<file path="src/params.sv">
/* Frame geometry of the LED matrix. All address widths in package types follow
   from these values, so a new panel size is set here only. */
package params;

    localparam int PIXEL_WIDTH = 4;      // Columns.
    localparam int PIXEL_HEIGHT = 2;     // Rows.
    localparam int BYTES_PER_PIXEL = 3;  // Colour bytes in one pixel.

    // Bytes held by the frame buffer.
    localparam int FRAME_BYTES = PIXEL_WIDTH * PIXEL_HEIGHT * BYTES_PER_PIXEL;

endpackage
</file>
<file path="src/types.sv">
/* Address, opcode and address-stepping definitions shared by the command engines.
   Frames load row by row, column by column, and each pixel from its highest byte down. */
package types;

    import params::*;

    localparam int ROW_W = (PIXEL_HEIGHT > 1) ? $clog2(PIXEL_HEIGHT) : 1;
    localparam int COL_W = (PIXEL_WIDTH > 1) ? $clog2(PIXEL_WIDTH) : 1;
    localparam int PIX_W = (BYTES_PER_PIXEL > 1) ? $clog2(BYTES_PER_PIXEL) : 1;

    typedef logic [ROW_W-1:0] row_addr_t;
    typedef logic [COL_W-1:0] col_addr_t;
    typedef logic [PIX_W-1:0] pixel_addr_t;

    typedef struct packed {
        row_addr_t   row;
        col_addr_t   col;
        pixel_addr_t pixel;
    } fb_addr_t;

    typedef enum logic [7:0] {
        CMD_READFRAME = 8'd1,
        CMD_FILL      = 8'd2
    } cmd_op_t;

    // Address of the first byte in a frame.
    function automatic fb_addr_t addr_first();
        fb_addr_t a;
        a.row = '0;
        a.col = '0;
        a.pixel = pixel_addr_t'(BYTES_PER_PIXEL - 1);
        return a;
    endfunction

    function automatic logic addr_is_last(fb_addr_t a);
        return (a.row == row_addr_t'(PIXEL_HEIGHT - 1)) &&
               (a.col == col_addr_t'(PIXEL_WIDTH - 1)) &&
               (a.pixel == '0);
    endfunction

    // Next address in load order. Wraps past the last address.
    function automatic fb_addr_t addr_step(fb_addr_t a);
        fb_addr_t n;
        n = a;
        if (a.pixel != '0) begin
            n.pixel = a.pixel - pixel_addr_t'(1);
        end else begin
            n.pixel = pixel_addr_t'(BYTES_PER_PIXEL - 1);
            if (a.col == col_addr_t'(PIXEL_WIDTH - 1)) begin
                n.col = '0;
                n.row = a.row + row_addr_t'(1);
            end else begin
                n.col = a.col + col_addr_t'(1);
            end
        end
        return n;
    endfunction

endpackage

</file>
<file path="src/fb_write_if.sv">
/* One frame-buffer write request. A write takes place when access_start changes
   while write_enable is high; addr and data are sampled in that same cycle. */
`timescale 1ns/1ns

interface fb_write_if;

    import types::*;

    fb_addr_t   addr;
    logic [7:0] data;
    logic       write_enable;
    logic       access_start;  // Toggles once per byte.

    modport writer (output addr, output data, output write_enable, output access_start);
    modport buffer (input addr, input data, input write_enable, input access_start);

endinterface

</file>
<file path="src/matrix_frame_top.sv">
/* LED matrix frame loader. Commands arrive as enable-strobed bytes on data_in and
   the stored frame is read back one byte at a time with one cycle of latency. */
`timescale 1ns/1ns

module matrix_frame_top (
    input  logic               clk,
    input  logic               reset,
    input  logic [7:0]         data_in,
    input  logic               enable,
    input  types::row_addr_t   read_row,
    input  types::col_addr_t   read_col,
    input  types::pixel_addr_t read_pixel,
    output logic               busy,
    output logic               done,
    output logic [7:0]         read_data
);

    import types::*;

    fb_addr_t read_addr;

    fb_write_if fb_wr ();

    assign read_addr = '{row: read_row, col: read_col, pixel: read_pixel};

    control_cmd_decode decode_i (
        .clk     (clk),
        .reset   (reset),
        .enable  (enable),
        .data_in (data_in),
        .fb      (fb_wr),
        .busy    (busy),
        .done    (done)
    );

    framebuffer framebuffer_i (
        .clk       (clk),
        .reset     (reset),
        .fb        (fb_wr),
        .read_addr (read_addr),
        .read_data (read_data)
    );

endmodule

</file>
<file path="src/framebuffer.sv">
/* Byte store for one frame. Contents clear on reset, so it maps to flops. Addresses
   outside the frame are not written and read back as zero. */
`timescale 1ns/1ns

module framebuffer (
    input  logic            clk,
    input  logic            reset,
    fb_write_if.buffer      fb,
    input  types::fb_addr_t read_addr,
    output logic [7:0]      read_data
);

    import params::*;
    import types::*;

    localparam int IDX_W = (FRAME_BYTES > 1) ? $clog2(FRAME_BYTES) : 1;

    typedef logic [IDX_W-1:0] idx_t;

    logic [7:0] mem [FRAME_BYTES];
    logic       last_toggle;
    logic       write_hit;
    int         write_pos;
    int         read_pos;

    // Linear byte position of an address.
    function automatic int lin_pos(fb_addr_t a);
        return (int'(a.row) * PIXEL_WIDTH + int'(a.col)) * BYTES_PER_PIXEL + int'(a.pixel);
    endfunction

    // A field past its dimension would alias another byte's position.
    function automatic logic in_frame(fb_addr_t a);
        return (int'(a.row) < PIXEL_HEIGHT) && (int'(a.col) < PIXEL_WIDTH) &&
               (int'(a.pixel) < BYTES_PER_PIXEL);
    endfunction

    assign write_pos = lin_pos(fb.addr);
    assign read_pos = lin_pos(read_addr);
    assign write_hit = fb.write_enable && (fb.access_start != last_toggle) &&
                       in_frame(fb.addr);

    always_ff @(posedge clk) begin
        if (reset) last_toggle <= 1'b0;
        else last_toggle <= fb.access_start;
    end

    always_ff @(posedge clk) begin
        if (reset) begin
            for (int i = 0; i < FRAME_BYTES; i++) begin
                mem[i] <= 8'd0;
            end
        end else if (write_hit) begin
            mem[idx_t'(write_pos)] <= fb.data;
        end
    end

    always_ff @(posedge clk) begin
        read_data <= in_frame(read_addr) ? mem[idx_t'(read_pos)] : 8'd0;
    end

endmodule

</file>
<file path="src/control_cmd_decode.sv">
/* Opcode dispatcher. Bytes that arrive while a FILL is being written are dropped,
   and busy stays high from the cycle after the opcode until done. */
`timescale 1ns/1ns

module control_cmd_decode (
    input  logic       clk,
    input  logic       reset,
    input  logic       enable,
    input  logic [7:0] data_in,
    fb_write_if.writer fb,
    output logic       busy,
    output logic       done
);

    import types::*;

    typedef enum logic [1:0] {
        ST_IDLE,
        ST_FILL_VALUE,
        ST_FRAME,
        ST_FILL
    } state_t;

    state_t     state;
    logic       frame_start;
    logic       frame_enable;
    logic       frame_done;
    logic       fill_start;
    logic       fill_done;
    logic [7:0] fill_value;

    fb_write_if frame_wr ();
    fb_write_if fill_wr ();

    // The reader primes in the opcode cycle so that a byte in the very next cycle counts.
    assign frame_start = (state == ST_IDLE) && enable && (cmd_op_t'(data_in) == CMD_READFRAME);
    assign frame_enable = enable && (state == ST_FRAME);

    always_ff @(posedge clk) begin
        if (reset) begin
            state <= ST_IDLE;
            fill_start <= 1'b0;
        end else begin
            fill_start <= 1'b0;
            case (state)
                ST_IDLE: begin
                    if (enable) begin
                        case (cmd_op_t'(data_in))
                            CMD_READFRAME: state <= ST_FRAME;
                            CMD_FILL:      state <= ST_FILL_VALUE;
                            default:       state <= ST_IDLE;  // Unknown opcodes are ignored.
                        endcase
                    end
                end
                ST_FILL_VALUE: begin
                    if (enable) begin
                        fill_start <= 1'b1;
                        state <= ST_FILL;
                    end
                end
                ST_FRAME: begin
                    if (frame_done) state <= ST_IDLE;
                end
                ST_FILL: begin
                    if (fill_done) state <= ST_IDLE;
                end
                default: state <= ST_IDLE;
            endcase
        end
    end

    always_ff @(posedge clk) begin
        if ((state == ST_FILL_VALUE) && enable) fill_value <= data_in;
    end

    control_cmd_readframe readframe_i (
        .clk     (clk),
        .reset   (reset),
        .enable  (frame_enable),
        .data_in (data_in),
        .start   (frame_start),
        .fb      (frame_wr),
        .done    (frame_done)
    );

    control_cmd_fill fill_i (
        .clk   (clk),
        .reset (reset),
        .start (fill_start),
        .value (fill_value),
        .fb    (fill_wr),
        .done  (fill_done)
    );

    // Each engine toggles only for its own writes, so the XOR carries every write exactly once.
    always_comb begin
        fb.access_start = frame_wr.access_start ^ fill_wr.access_start;
        fb.write_enable = frame_wr.write_enable | fill_wr.write_enable;
        if (fill_wr.write_enable) begin
            fb.addr = fill_wr.addr;
            fb.data = fill_wr.data;
        end else begin
            fb.addr = frame_wr.addr;
            fb.data = frame_wr.data;
        end
    end

    assign done = frame_done | fill_done;
    assign busy = (state != ST_IDLE) && !done;

endmodule

</file>
<file path="src/control_cmd_fill.sv">
/* Writes one value to every frame-buffer byte, one per cycle, in load order.
   done pulses one cycle after the last write is presented. */
`timescale 1ns/1ns

module control_cmd_fill (
    input  logic       clk,
    input  logic       reset,
    input  logic       start,
    input  logic [7:0] value,
    fb_write_if.writer fb,
    output logic       done
);

    import types::*;

    typedef enum logic {
        ST_IDLE,
        ST_WRITE
    } state_t;

    state_t state;

    always_ff @(posedge clk) begin
        if (reset) begin
            state <= ST_IDLE;
            fb.write_enable <= 1'b0;
            fb.access_start <= 1'b0;
            done <= 1'b0;
        end else begin
            done <= 1'b0;
            case (state)
                ST_IDLE: begin
                    if (start) begin
                        fb.write_enable <= 1'b1;
                        fb.access_start <= !fb.access_start;  // First byte.
                        state <= ST_WRITE;
                    end
                end
                ST_WRITE: begin
                    if (addr_is_last(fb.addr)) begin
                        fb.write_enable <= 1'b0;
                        done <= 1'b1;
                        state <= ST_IDLE;
                    end else begin
                        fb.access_start <= !fb.access_start;
                    end
                end
                default: state <= ST_IDLE;
            endcase
        end
    end

    always_ff @(posedge clk) begin
        if ((state == ST_IDLE) && start) begin
            fb.addr <= addr_first();
            fb.data <= value;
        end else if ((state == ST_WRITE) && !addr_is_last(fb.addr)) begin
            fb.addr <= addr_step(fb.addr);
        end
    end

endmodule

</file>
<file path="src/control_cmd_readframe.sv">
/* Turns one frame of strobed bytes into addressed writes. The source must send
   exactly FRAME_BYTES bytes after the start pulse; there is no flow control. */
`timescale 1ns/1ns

module control_cmd_readframe (
    input  logic       clk,
    input  logic       reset,
    input  logic       enable,
    input  logic [7:0] data_in,
    input  logic       start,
    fb_write_if.writer fb,
    output logic       done
);

    import types::*;

    typedef enum logic [1:0] {
        ST_WAIT_START,
        ST_READ_FRAME,
        ST_DONE
    } state_t;

    state_t   state;
    fb_addr_t next_addr;  // Address of the next byte to arrive.

    always_ff @(posedge clk) begin
        if (reset) begin
            state <= ST_WAIT_START;
            fb.write_enable <= 1'b0;
            fb.access_start <= 1'b0;
            done <= 1'b0;
        end else begin
            done <= 1'b0;
            case (state)
                ST_WAIT_START: begin
                    if (start) state <= ST_READ_FRAME;
                end
                ST_READ_FRAME: begin
                    if (enable) begin
                        fb.write_enable <= 1'b1;
                        fb.access_start <= !fb.access_start;
                        if (addr_is_last(next_addr)) state <= ST_DONE;
                    end
                end
                ST_DONE: begin
                    // Last byte is on the bus this cycle.
                    done <= 1'b1;
                    fb.write_enable <= 1'b0;
                    state <= ST_WAIT_START;
                end
                default: state <= ST_WAIT_START;
            endcase
        end
    end

    always_ff @(posedge clk) begin
        if ((state == ST_WAIT_START) && start) begin
            next_addr <= addr_first();
        end else if ((state == ST_READ_FRAME) && enable) begin
            fb.addr <= next_addr;
            fb.data <= data_in;
            if (!addr_is_last(next_addr)) next_addr <= addr_step(next_addr);
        end
    end

endmodule

</file>
<file path="config.mk">
export PLATFORM = sky130hd
export DESIGN_NAME = matrix_frame_top
export DESIGN_NICKNAME = d
export VERILOG_FILES = /design/src/params.sv /design/src/types.sv /design/src/fb_write_if.sv /design/src/matrix_frame_top.sv /design/src/framebuffer.sv /design/src/control_cmd_decode.sv /design/src/control_cmd_fill.sv /design/src/control_cmd_readframe.sv
export SDC_FILE = /design/constraint.sdc
export NUM_CORES = 1
export LEC_CHECK = 0
export BUFFER_PORTS_ARGS = -buffer_cell sky130_fd_sc_hd__buf_2
export CAP_MARGIN = 20
export CORE_ASPECT_RATIO = 2
export CORE_UTILIZATION = 54
export CTS_CLUSTER_SIZE = 8
export DETAILED_ROUTE_END_ITERATION = 16
export PLACE_DENSITY_LB_ADDON = 0.1
export SKIP_CTS_REPAIR_TIMING = 1
export SYNTH_ARGS = -nofsm -noshare
export SYNTH_HDL_FRONTEND = slang
export SYNTH_SLANG_ARGS = --single-unit
</file>
<file path="constraint.sdc">
create_clock -name clk -period 4.05 [get_ports clk]
set_clock_uncertainty 0.2 [all_clocks]
set_input_delay 0.6075 -clock clk [delete_from_list [all_inputs] [get_ports clk]]
set_output_delay 0.6075 -clock clk [all_outputs]
set_load 0.005 [all_outputs]
</file>
==> impl_metrics.toml <==
[run_status]
status = "finished, final reports clean"

[clock_network]
clock_latency_ps = 540
clockBufferDepth = 3
clkTransAtPathRegs_ps = 50
cts_tree = "built"
root_buffer = "clkbuf_16"
clock_sinks = 316
htree_levels = 2
numCtsBuffers = 45

[logic_synthesis]
synth_edf_count = 285
yosysUniqueCellTypes = 53
yosys_warnings = 0
yosysSeqAreaShare_pct = 67.5
synthesis.instances = 887
async_flop_share_pct = 0
synth-seq-cells = 316
synth_flop_cell = "edfxtp_1"
avgSynthCellArea_um2 = 15.3
synth_nets = 929
synth_area_um2 = 13600

[global_route]
grt_overflow = 0
grt_pass1_vias = 8746
grt_max_degree = 43
grt.total_usage_pct = 30.0
antenna_found_initial = 0
grt_first_pass_wirelength_um = 53700

[sta]
setup_viol = 0
relSlewSlack_pct = 49.0
min_period_ps = 3800
worst_pin_slew_ps = 762
period_share_pct = 93.9
drv_slew = 0
fmax_mhz = 263
rsz0062_at_grt = "false"
hold_viol = 0

[drt]
firstDrtPassIters = 5
drc = 0
vias = 8119
drt_wl_total_um = 36500
ant_nets = 0
via_per_inst = 6.09
drtIter0Drc = 773
wl_per_cell_um = 27.3

[floorplanning]
core_area_um2 = 24600
initial_core_util_pct = 55.2
die_width_um = 114
die_h_um = 226
io_pins = 26
rows = 81
die-area_um2 = 25900

[worst_setup_path]
cp.required_ps = 4080
worst_ep_arrival_time_ps = 3830
critPathKind = "reg -> reg"
cp_max_fo = 25
reg2regPathDepth = 10
crit_path_end_kind = "flip-flop"
startpoint_type = "flip-flop"

[place]
dpl.hpwl_um = 26100
gp_congestion = 0.898
portBuffers = 25

[final_layout]
drive_above_1_share_pct = 24.5
syn2layout_area_growth_pct = 15.2
antennaDiodeCount = 0
finalNetCount = 1009
n_fill_cell = 1848
post-route-util_pct = 63.6

[hold_path]
holdPathStages = 1
hold_path_class = "in -> reg"

[power_and_ir_drop]
peakVddDrop_v = 0.000456
powerDensity_nw_per_um2 = 511
leakagePower_nw = 5.47
p_total_mw = 8.00

[job]
drv_cap = 0
stage by stage:
| stage | cells | setup TNS, ps | instance area, µm² | worst slack, ps | hold WS [ps] |
|---|---|---|---|---|---|
| 6_report | 1333 | 0 | 15700 | 246 | 75.7 |
| 5_1_grt | 1333 | 0 | 15700 | 74.8 | 71.0 |
| 4_1_cts | 1331 | 0 | 15600 | 296 | 59.9 |
| 3_5_place_dp | 1250 | 0 | 14400 | 89.8 | 205 |
| 3_3_place_gp | 1250 | 0 | 14400 | 186 | 206 |
| 2_1_floorplan | 887 | -1050 | 13600 | -23.1 | 200 |
critical path, cell delays in order, from the launching register on:
cell	delay [ps]
dfxtp_1	410
mux2_2	400
ha_1	310
ha_1	310
ha_1	240
fa_1	430
xnor2_1	300
nand3_1	240
buf_4	280
o21bai_1	140
buf_4	230
cells by family (layout without fill, tap and decap cells):
| family | after synthesis | after routing | share of synthesized area [%] |
|---|---|---|---|
| AND/OR/NAND/NOR | 305 | 305 | 10.2 |
| buffers and inverters | 62 | 176 | 2.09 |
| adder cells (fa/ha/maj) | 26 | 26 | 2.50 |
| AO/OA/AOI/OAI | 87 | 87 | 4.98 |
| flip-flops | 316 | 316 | 67.5 |
| multiplexers | 80 | 80 | 11.9 |
| XOR/XNOR | 11 | 11 | 0.828 |
cell usage in the layout, fill, tap and decap left out, drive strengths merged, types with 16 or more instances in the layout:
| cell | n |
|---|---|
| edfxtp | 285 |
| nor2 | 227 |
| buf | 83 |
| clkbuf | 80 |
| mux4 | 64 |
| dfxtp | 31 |
| nand2 | 27 |
| o21bai | 24 |
| ha | 24 |
| nand2b | 19 |
| a22o | 16 |
| a221oi | 16 |
layout make-up:
class	count	area (µm²)	area share [%]
Tap cell	332	415	2.65
Inverter	12	45.0	0.288
Clock buffer	80	1260	8.03
Clock inverter	1	30.0	0.192
Sequential cell	316	9180	58.6
Multi-Input combinational cell	509	4150	26.5
Timing Repair Buffer	83	586	3.74
synth_stat cells, types with 2 or more instances:
cell type    n  share of area (%)
edfxtp_1   285                 63
nor2_1     203                5.6
mux4_2      64                 11
clkbuf_1    36               0.99
dfxtp_1     31                4.6
nand2_1     27               0.75
ha_1        24                2.2
nor2_2      24                1.1
o21bai_1    24                1.3
a221oi_1    16                1.0
a22o_1      16                1.0
nand2b_1    15               0.69
mux2_2      12               0.99
inv_1       11               0.30
a21oi_1      8               0.29
nand3_1      8               0.29
o22ai_1      8               0.37
xnor2_1      6               0.39
buf_2        5               0.18
buf_6        5               0.41
a21o_1       4               0.22
mux2i_1      4               0.29
nand2b_4     4               0.40
xor2_1       4               0.26
a31oi_1      3               0.14
and2_1       3               0.14
nor3_1       3               0.11
nor3b_1      3               0.17
buf_1        2              0.055
buf_4        2               0.11
fa_1         2               0.29
nand3b_1     2               0.11
or3_4        2               0.17
or4_1        2               0.11
report_power, final:
group          internal, mW  switching [mW]
Combinational         0.381           0.469
Sequential             3.66          0.0543
Clock                  2.13            1.31
Total                  6.17            1.83
final timing paths:
kind	start	slack, ps	to
hold reg to reg	decode_i.fill_value[7]$_DFFE_PP_	210	decode_i.fill_i.fb.data[7]$_DFFE_PP_
setup reg to reg	decode_i.fill_i.fb.write_enable$_SDFFE_PP0P_	250	framebuffer_i.mem[4][1]$_SDFFCE_PN0P_
setup / recovery	decode_i.fill_i.fb.write_enable$_SDFFE_PP0P_	250	framebuffer_i.mem[4][1]$_SDFFCE_PN0P_
hold / removal	data_in[4]	80	decode_i.fill_value[4]$_DFFE_PP_
flip-flops by register name, summed over array words and instances, names as in the netlist:
| register | flops |
|---|---|
| framebuffer_i.mem | 256 |
| decode_i.fill_i.fb.data | 8 |
| decode_i.fill_value | 8 |
| decode_i.readframe_i.fb.data | 8 |
| framebuffer_i.read_data | 8 |
| decode_i.fill_i.fb.addr | 5 |
| decode_i.readframe_i.fb.addr | 5 |
| decode_i.readframe_i.next_addr | 5 |
| decode_i.readframe_i.state | 2 |
| decode_i.state | 2 |
| decode_i.fill_i.done | 1 |
| decode_i.fill_i.fb.access_start | 1 |
| decode_i.fill_i.fb.write_enable | 1 |
| decode_i.fill_i.state | 1 |
| decode_i.fill_start | 1 |
| decode_i.readframe_i.done | 1 |
| decode_i.readframe_i.fb.access_start | 1 |
| decode_i.readframe_i.fb.write_enable | 1 |
| framebuffer_i.last_toggle | 1 |
layer usage:
metal  up-vias  GRT usage [%]  part of all wire (%)
li1       3515              -                     -
met1      4063           29.2                    30
met2       407           54.7                    55
met3       134           5.27                   5.8
met4         0           23.5                   8.5
met5         -              0                     0
(Power assumes the default switching activity.)
